**config.mk**
```make
export PLATFORM = sky130hd
export DESIGN_NAME = store_buffer
export DESIGN_NICKNAME = d
export VERILOG_FILES = /design/src/hw/store_buffer_pkg.sv /design/src/hw/store_buffer_array.sv /design/src/hw/store_buffer_ctrl.sv /design/src/hw/store_buffer.sv
export VERILOG_INCLUDE_DIRS = /design/src /design/src/include
export SDC_FILE = /design/constraint.sdc
export NUM_CORES = 2
export LEC_CHECK = 0
export BUFFER_PORTS_ARGS = -buffer_cell sky130_fd_sc_hd__buf_2
export CAP_MARGIN = 10
export CORE_ASPECT_RATIO = 1.5
export CORE_MARGIN = 3
export CORE_UTILIZATION = 50
export DETAILED_ROUTE_END_ITERATION = 8
export PLACE_DENSITY = 0.68
export RECOVER_POWER = 50
export SYNTH_ARGS = -nofsm -noshare
export SYNTH_HDL_FRONTEND = slang
export SYNTH_SLANG_ARGS = --single-unit
```
**constraint.sdc**
```tcl
create_clock -name clock -period 9.1 [get_ports clock]
set_input_delay 0.455 -clock clock [delete_from_list [all_inputs] [get_ports clock]]
set_output_delay 0.455 -clock clock [all_outputs]
set_load 0.01 [all_outputs]
```
**src/include/store_buffer_config.svh**
```systemverilog
`ifndef STORE_BUFFER_CONFIG_SVH
`define STORE_BUFFER_CONFIG_SVH

// number of lines as a power of two from 4 to 64.
`define SB_DEPTH 8

// width of the line index in address bits index+2 down to 3.
`define SB_INDEX_WIDTH $clog2(`SB_DEPTH)

// the whole line address (bits 31 down to 3) is kept as the tag.
`define SB_TAG_WIDTH 29

`endif

```
**src/hw/store_buffer_pkg.sv**
```systemverilog
`include "store_buffer_config.svh"

package store_buffer_pkg;

    typedef logic [`SB_INDEX_WIDTH-1:0] sb_index_t;

    // ######################################################################
    // processor side.
    // ######################################################################

    typedef struct packed {
        logic        valid;     // one-cycle strobe.
        logic        fence;
        logic [31:0] addr;
        logic [63:0] wdata;
        logic [7:0]  strb;      // all zero for a load.
    } sb_req_t;

    typedef struct packed {
        logic [63:0] rdata;
        logic        ready;
    } sb_rsp_t;

    // ######################################################################
    // data memory side.
    // ######################################################################

    typedef struct packed {
        logic        valid;     // held until memory answers.
        logic        store;
        logic [31:0] addr;
        logic [63:0] wdata;
    } mem_req_t;

    typedef struct packed {
        logic [63:0] rdata;
        logic        ready;
    } mem_rsp_t;

    // one stored line of 95 bits at the default widths.
    typedef struct packed {
        logic                     valid;
        logic                     dirty;
        logic [`SB_TAG_WIDTH-1:0] tag;
        logic [63:0]              data;
    } sb_line_t;

    typedef struct packed {
        sb_index_t [1:0] raddr;
        logic [1:0]      wen;
        sb_index_t [1:0] waddr;
        sb_line_t [1:0]  wdata;
    } sb_array_in_t;

    typedef struct packed {
        sb_line_t [1:0] rdata;
    } sb_array_out_t;

endpackage

```
**src/hw/store_buffer_array.sv**
```systemverilog
`timescale 1ns/1ps
`include "store_buffer_config.svh"

module store_buffer_array (
    input  logic                           clock,
    input  store_buffer_pkg::sb_array_in_t array_in,
    output store_buffer_pkg::sb_array_out_t array_out
);
    import store_buffer_pkg::*;

    sb_line_t lines [`SB_DEPTH] = '{default: '0};

    // port 1 is written last, so it wins on a shared index.
    always_ff @(posedge clock) begin
        for (int p = 0; p < 2; p++) begin
            if (array_in.wen[p]) begin
                lines[array_in.waddr[p]] <= array_in.wdata[p];
            end
        end
    end

    // reads see this cycle's writes with port 0 checked first.
    always_comb begin
        for (int p = 0; p < 2; p++) begin
            if (array_in.wen[0] && array_in.waddr[0] == array_in.raddr[p]) begin
                array_out.rdata[p] = array_in.wdata[0];
            end else if (array_in.wen[1] && array_in.waddr[1] == array_in.raddr[p]) begin
                array_out.rdata[p] = array_in.wdata[1];
            end else begin
                array_out.rdata[p] = lines[array_in.raddr[p]];
            end
        end
    end

endmodule

```
**src/hw/store_buffer_ctrl.sv**
```systemverilog
`timescale 1ns/1ps
`include "store_buffer_config.svh"

module store_buffer_ctrl (
    input  logic                            clock,
    input  logic                            reset,
    input  store_buffer_pkg::sb_req_t       port0_req,
    input  store_buffer_pkg::sb_req_t       port1_req,
    output store_buffer_pkg::sb_rsp_t       port0_rsp,
    output store_buffer_pkg::sb_rsp_t       port1_rsp,
    input  store_buffer_pkg::sb_array_out_t array_out,
    output store_buffer_pkg::sb_array_in_t  array_in,
    input  store_buffer_pkg::mem_rsp_t      mem0_rsp,
    input  store_buffer_pkg::mem_rsp_t      mem1_rsp,
    output store_buffer_pkg::mem_req_t      mem0_req,
    output store_buffer_pkg::mem_req_t      mem1_req
);
    import store_buffer_pkg::*;

    typedef struct packed {
        logic        retry;     // miss parked until the back stage is free.
        logic        wait_ret;  // memory work handed off.
        logic        fence;     // walk in progress.
        logic [31:0] addr;
        logic [63:0] data;
        logic [7:0]  strb;
        sb_index_t   walk;
        logic        wen;       // line write applied one cycle later.
        sb_index_t   waddr;
        sb_line_t    wline;
        logic        ready;
        logic [63:0] rdata;
    } front_t;

    typedef struct packed {
        logic        miss;      // refill pending.
        logic        back;      // writeback pending and served first.
        logic [31:0] fill_addr;
        logic [31:0] vict_addr;
        logic [63:0] vict_data;
    } back_t;

    front_t [1:0] r_f, rin_f;
    back_t [1:0]  r_b, rin_b;

    sb_req_t [1:0]  req;
    mem_rsp_t [1:0] mrsp;
    sb_rsp_t [1:0]  prsp;
    mem_req_t [1:0] mreq;

    logic [1:0]     ret;        // back stage done so the access completes.
    sb_line_t [1:0] fill;
    logic [1:0]     start;
    back_t [1:0]    work;
    logic           back_idle;

    assign req  = {port1_req, port0_req};
    assign mrsp = {mem1_rsp, mem0_rsp};

    assign port0_rsp = prsp[0];
    assign port1_rsp = prsp[1];
    assign mem0_req  = mreq[0];
    assign mem1_req  = mreq[1];

    assign back_idle = ~|{r_b[1].miss, r_b[1].back, r_b[0].miss, r_b[0].back};

    // ######################################################################
    // storage access
    // ######################################################################

    always_comb begin
        for (int p = 0; p < 2; p++) begin
            if (r_f[p].fence) begin
                array_in.raddr[p] = r_f[p].walk;
            end else if (r_f[p].retry || r_f[p].wait_ret) begin
                array_in.raddr[p] = r_f[p].addr[`SB_INDEX_WIDTH+2:3];
            end else begin
                array_in.raddr[p] = req[p].addr[`SB_INDEX_WIDTH+2:3];
            end
            array_in.wen[p]   = r_f[p].wen;
            array_in.waddr[p] = r_f[p].waddr;
            array_in.wdata[p] = r_f[p].wline;
        end
    end

    // memory answers for the back stage.
    always_comb begin
        for (int p = 0; p < 2; p++) begin
            fill[p] = '{valid: 1'b1, dirty: 1'b0, tag: r_b[p].fill_addr[31:3],
                        data: mrsp[p].rdata};
            ret[p] = mrsp[p].ready & (r_b[p].back ? ~r_b[p].miss : r_b[p].miss);
        end
    end

    // ######################################################################
    // front stage
    // ######################################################################

    always_comb begin
        sb_line_t line;
        sb_line_t base;
        logic     lookup;
        logic     clear;
        logic     finish;
        logic     refill;
        for (int p = 0; p < 2; p++) begin
            rin_f[p]       = r_f[p];
            rin_f[p].wen   = 1'b0;
            rin_f[p].ready = 1'b0;
            rin_f[p].rdata = '0;
            start[p] = 1'b0;
            work[p]  = '0;
            line   = array_out.rdata[p];
            base   = line;
            lookup = 1'b0;
            clear  = 1'b0;
            finish = 1'b0;
            refill = 1'b0;

            if (r_f[p].wait_ret) begin
                if (ret[p]) begin
                    rin_f[p].wait_ret = 1'b0;
                    clear  = r_f[p].fence;    // the victim is written so the line is dropped.
                    finish = ~r_f[p].fence;
                    refill = ~r_f[p].fence;
                    base   = fill[p];
                end
            end else if (r_f[p].fence) begin
                if (line.valid && line.dirty) begin
                    if (back_idle) begin
                        start[p] = 1'b1;
                        work[p].back      = 1'b1;
                        work[p].vict_addr = {line.tag, 3'b000};
                        work[p].vict_data = line.data;
                        rin_f[p].wait_ret = 1'b1;
                    end
                end else begin
                    clear = 1'b1;
                end
            end else if (r_f[p].retry) begin
                lookup = 1'b1;
            end else if (req[p].valid) begin
                rin_f[p].addr  = req[p].addr;
                rin_f[p].data  = req[p].wdata;
                rin_f[p].strb  = req[p].strb;
                rin_f[p].fence = req[p].fence;
                rin_f[p].walk  = '0;
                lookup = ~req[p].fence;
            end

            if (lookup) begin
                if (line.valid && line.tag == rin_f[p].addr[31:3]) begin
                    finish = 1'b1;
                    rin_f[p].retry = 1'b0;
                end else if (back_idle) begin
                    start[p] = 1'b1;
                    work[p].miss      = 1'b1;
                    work[p].back      = line.valid & line.dirty;
                    work[p].fill_addr = {rin_f[p].addr[31:3], 3'b000};
                    work[p].vict_addr = {line.tag, 3'b000};
                    work[p].vict_data = line.data;
                    rin_f[p].retry    = 1'b0;
                    rin_f[p].wait_ret = 1'b1;
                end else begin
                    rin_f[p].retry = 1'b1;
                end
            end

            if (clear) begin
                rin_f[p].wen   = 1'b1;
                rin_f[p].waddr = r_f[p].walk;
                rin_f[p].wline = '0;
                if (r_f[p].walk == '1) begin
                    rin_f[p].fence = 1'b0;
                    rin_f[p].ready = 1'b1;   // last entry cleared.
                end else begin
                    rin_f[p].walk = r_f[p].walk + 1'b1;
                end
            end

            if (finish) begin
                rin_f[p].wline = base;
                for (int b = 0; b < 8; b++) begin
                    if (rin_f[p].strb[b]) begin
                        rin_f[p].wline.data[8*b +: 8] = rin_f[p].data[8*b +: 8];
                    end
                end
                rin_f[p].wline.dirty = base.dirty | (|rin_f[p].strb);
                rin_f[p].wen   = refill | (|rin_f[p].strb);  // load hits leave the line alone.
                rin_f[p].waddr = rin_f[p].addr[`SB_INDEX_WIDTH+2:3];
                rin_f[p].ready = 1'b1;
                rin_f[p].rdata = rin_f[p].wline.data;
            end
        end
    end

    // ######################################################################
    // back stage
    // ######################################################################

    always_comb begin
        for (int p = 0; p < 2; p++) begin
            rin_b[p] = r_b[p];
            if (mrsp[p].ready) begin
                if (r_b[p].back) begin
                    rin_b[p].back = 1'b0;
                end else begin
                    rin_b[p].miss = 1'b0;
                end
            end
            if (start[p]) begin
                rin_b[p] = work[p];
            end
        end
    end

    always_comb begin
        for (int p = 0; p < 2; p++) begin
            prsp[p].ready = r_f[p].ready;
            prsp[p].rdata = r_f[p].rdata;
            mreq[p].valid = r_b[p].miss | r_b[p].back;
            mreq[p].store = r_b[p].back;
            mreq[p].addr  = r_b[p].back ? r_b[p].vict_addr : r_b[p].fill_addr;
            mreq[p].wdata = r_b[p].back ? r_b[p].vict_data : '0;
        end
    end

    always_ff @(posedge clock) begin
        if (!reset) begin
            r_f <= '0;
            r_b <= '0;
        end else begin
            r_f <= rin_f;
            r_b <= rin_b;
        end
    end

endmodule

```
**src/hw/store_buffer.sv**
```systemverilog
`timescale 1ns/1ps

module store_buffer (
    input  logic                       clock,
    input  logic                       reset,
    input  store_buffer_pkg::sb_req_t  port0_req,
    input  store_buffer_pkg::sb_req_t  port1_req,
    output store_buffer_pkg::sb_rsp_t  port0_rsp,
    output store_buffer_pkg::sb_rsp_t  port1_rsp,
    input  store_buffer_pkg::mem_rsp_t mem0_rsp,
    input  store_buffer_pkg::mem_rsp_t mem1_rsp,
    output store_buffer_pkg::mem_req_t mem0_req,
    output store_buffer_pkg::mem_req_t mem1_req
);
    import store_buffer_pkg::*;

    sb_array_in_t  array_in;
    sb_array_out_t array_out;

    store_buffer_array i_array (
        .clock     (clock),
        .array_in  (array_in),
        .array_out (array_out)
    );

    store_buffer_ctrl i_ctrl (
        .clock     (clock),
        .reset     (reset),
        .port0_req (port0_req),
        .port1_req (port1_req),
        .port0_rsp (port0_rsp),
        .port1_rsp (port1_rsp),
        .array_out (array_out),
        .array_in  (array_in),
        .mem0_rsp  (mem0_rsp),
        .mem1_rsp  (mem1_rsp),
        .mem0_req  (mem0_req),
        .mem1_req  (mem1_req)
    );

endmodule

```
Yosys cells after proc, flatten, opt, wreduce, memory -nomap -nowiden
Memory sizes are Yosys's and may differ from the RTL's. Index checks and enable logic that the tools add are counted.

Memories: 1. Bits in writable memories: 760. Bits in registers: 808. Output and inout bits: 326.

Mux-type cells: 128. Add/subtract/negate cells: 2. Equality and inequality tests: 10. Bitwise operators: 20. Reductions and logical operators: 23.

Memory list: i_array.lines (depth 8, width 95, rd ports 2, clocked after Yosys merged registers in 0, write ports 2, line store_buffer_array.sv:11) `` sb_line_t lines [`SB_DEPTH] = '{default: '0}; ``.

Operator list (number): 130-bit two-way mux (8); 108-bit two-way mux (8); 96-bit two-way mux (8); 95-bit two-way mux (8); 164-bit two-way mux (2); 103-bit two-way mux (2); 64-bit two-way mux (2); 8-bit two-way mux (16); 1-bit two-way mux (64); 32-bit two-way mux (2); 29-bit equality test (2); 3-bit two-way mux (6); 8-bit OR reduction (2); 3-bit equality test (4); 1-bit NOT (10); 1-bit logical AND (8); 2-bit AND reduction (4); 4-bit AND reduction (2); 2-bit nonzero test (4); 3-bit by 1-bit adder with 3-bit output, second input constant (2); 3-bit equality test, second input constant (2); 1-bit OR (6); 1-bit bitwise AND (4); 2-bit two-way mux (2); other kinds (3) (5).

Longest topological paths before layout
Depth in word-level cells: 16. Gate-level depth with buffers: 20. Depth with buffers taken out: 12.

Hierarchy
A second synthesis with hierarchy kept.

Cells, all modules: 7289. Area total of the unflattened synthesis: 83994.3 sq um.

Modules (own cells, without submodules): store_buffer_array (area each 48612.9 sq um, instances 1, cells each 3384); store_buffer_ctrl (area each 35381.4 sq um, instances 1, cells each 3905).

Least setup slack after synthesis
No wires, ideal clock.

Path type: flip-flop to flip-flop. Start: reg i_ctrl.r_f (netlist bit i_ctrl.array_in[196]). End: mem i_array.lines[5][0] (netlist name) (enable). Stages on the path, launching flop included: 4. Arrival time: 7275 ps. Buffers on the path: 1. Slack: 1145 ps. Path through: dfxtp_1 buf_1 nand2_1 o21ai_0.

RTL lines: start, declared (line store_buffer_ctrl.sv:43) `front_t [1:0] r_f, rin_f;`; start signal, assigned (line store_buffer_ctrl.sv:233) `r_f <= rin_f;`; end, declared (line store_buffer_array.sv:11).

==> results.cfg <==
[status]
status = finished with violations
violations = max-capacitance violations, max-slew violations

[clocking]
ctsResizeCount = 0
clockBufferDepth = 3
cts_tree = yes
htree_levels = 4
cts.clk_slew.worst_paths_ns = 0.07
cts-root-buf = clkbuf_16
hold_buffers = 154
cts_buffers = 155
clock-sinks = 1550
post-cts-setup-buffers = 0
insertion_delay_ns = 0.86

[global_routing]
antenna_found_initial = 33
grt_max_degree = 142
grt.overflow.total = 0
grt_pass1_wl_um = 493000
grt_pass1_vias = 72700
grt.total_usage_pct = 39.1

[final_layout]
fin_area_um2 = 93000
final_util_pct = 56.5
layout.nets = 9429
drive_gt1_share_pct = 20.3
regArea_um2 = 38600
area_delta_synth_final_pct = 12.1
nFillCells = 14500
multi_input_area_um2 = 39500
fin_cells = 11400
final_cell_mix = 1528 x nand2_1, 807 x mux2_2, 790 x dfxtp_1, 760 x edfxtp_1, 752 x nand3_1
layout_commonest_cell = nand2_1

[setup_path]
cpMaxStageDelayCell = clkdlybuf4s25_1
crit_top_cell = buf_4
crit_path_max_incr_delay_ns = 4.35
arrival_ns = 8.82
timing.reg2reg.setup_slack_ns = 0.74
path_cells = nand4_1, clkdlybuf4s25_1, o21ai_4, buf_4, buf_4
critPathKind = flop to flop
cp_max_fo = 101
cp-end-kind = flop
cp.required_ns = 9.55
critPathBufInv = 3
critPathLaunchType = flop
cp_top_family = buffers and inverters

[route]
drtPass1Iterations = 7
drc = 0
ant_nets = 0
routed-via-count = 74500
viasPerCell = 6.52
wl_per_cell_um = 30.2
routed_wl_um = 345000
drt_iter0_drc = 9539

[job]
cap_viol_max_count = 22

[synth]
syn_inst = 8931
yosysWarnings = 0
yosysUniqueCellTypes = 88
synth_area_per_cell_um2 = 9.28
syn-cell-area_um2 = 82900
synth_edf_count = 760
synthArstFlopShare_pct = 0
ys_ff_latch = 1550
synth-seq-area-share_pct = 46.6
ys.flop_type = dfxtp_1

[placement]
place_ws_ns = 2.28
port_buffers = 657
place_inst = 11000
gp_congestion = 1.05
hpwl_um = 215000
placed_cell_area_um2 = 86500

[sta]
slew_viol_final = 847
fin_crit_ns = 8.36
finalWorstSetupSlack_ns = 0.738
setup_violations = 0
hold_viol_final = 0
holdWs_ns = 0.0189
rsz0062_at_grt = no
slew_headroom_pct = -435
post-route-period-util_pct = 91.9
fmax_mhz = 120
final.setup.tns_ns = 0
worst_pin_slew_ns = 8.02
skew_ns = 0.0433

[floorplan]
fp.dieH_um = 505
die_w_um = 338
pin_count = 670
design.core.area_um2 = 164000
fp.dieArea_um2 = 171000
placement_rows = 182
start_util_pct = 50.4

[power]
power_density_nw_per_um2 = 227
total_power_mw = 21.1
ir_drop_uv = 180
leakage_nw = 38.8

[worst_hold_path]
hold_path_class = primary input to flop
## worst paths after layout
kind                   startpoint                    to  cells after the start
max reg2reg  i_ctrl.array_in[193]  i_array.lines[7][12]                      5
min                 port1_req[84]       i_ctrl.r_f[525]                      3
min reg2reg       i_ctrl.r_b[222]       i_ctrl.r_b[222]                      2
max          i_ctrl.array_in[193]  i_array.lines[7][12]                      5
## cell type report
class	count	share of cell area (%)
Antenna cell	14	0.0377
Clock buffer	223	4.90
Clock inverter	61	0.598
Inverter	154	0.631
Multi-Input combinational cell	6201	42.4
Sequential cell	1550	41.6
Tap cell	2208	2.97
Timing Repair Buffer	1017	6.85
## power breakdown
group | total [mW] | leakage (nW) | switching [mW] | internal [mW]
Clock | 6.60 | 2.54 | 2.94 | 3.66
Sequential | 7.83 | 12.3 | 0.204 | 7.63
Combinational | 6.63 | 24.0 | 4.60 | 2.03
## tightest hold or removal path: cells and delay by family
kind	cells	cell delay (ns)
buffers and inverters	1	0.07
multiplexers	1	0.15
AND/OR/NAND/NOR	1	0.12
## metal layers
metal  global-route usage [%]  part of all wire [%]  up-vias
li1                         -                     -    32000
met1                     45.3                    35    35800
met2                     60.2                    44     5335
met3                     12.5                    12     1342
met4                     29.8                   9.1       14
met5                        0                 0.030        -
## synthesized netlist by cell type (all sizes together) (19+ instances only)
| cell | instances | area [µm²] |
|---|---|---|
| o21ai | 306 | 1540 |
| a221oi | 21 | 184 |
| nand2 | 1532 | 5750 |
| or3 | 29 | 181 |
| a311oi | 19 | 166 |
| nor3 | 146 | 936 |
| dfxtp | 790 | 15800 |
| o211ai | 57 | 428 |
| and3 | 42 | 263 |
| a21oi | 227 | 1140 |
| a31oi | 139 | 900 |
| nor4 | 26 | 193 |
| mux2i | 408 | 4080 |
| nand4 | 19 | 119 |
| o2111ai | 42 | 368 |
| o2bb2ai | 59 | 517 |
| mux2 | 834 | 9390 |
| a211oi | 131 | 983 |
| edfxtp | 760 | 22800 |
| buf | 339 | 2010 |
| nand3 | 755 | 3780 |
| and2 | 150 | 938 |
| o311ai | 41 | 359 |
| clkbuf | 692 | 2600 |
| o22a | 21 | 184 |
| nor2 | 645 | 2420 |
| o22ai | 136 | 851 |
| a21o | 146 | 1100 |
| inv | 152 | 571 |
## registers in the layout (all words and copies together), names as in the netlist
signal,cells
i_ctrl.port1_rsp,65
i_ctrl.array_in,198
i_ctrl.fill,58
i_array.lines,760
i_ctrl.port0_rsp,65
i_ctrl.r_b,188
i_ctrl.mem0_req,1
i_ctrl.mem1_req,1
i_ctrl.r_f,214
## kinds of logic (layout without fill, tap and decap cells)
family	count (synthesis)	in the layout	share of synthesized area [%]
xor gates and xnor gates	5	5	0.0528
buffers and inverters	1185	1455	6.25
AOI/OAI and AO/OA	1514	1514	12.4
and+or+nand+nor	3428	3428	18.4
adders and majority gates	6	6	0.0905
DFF	1550	1550	46.6
muxes	1242	1242	16.3
other	1	20	0.00452
(Power assumes the default switching activity.)
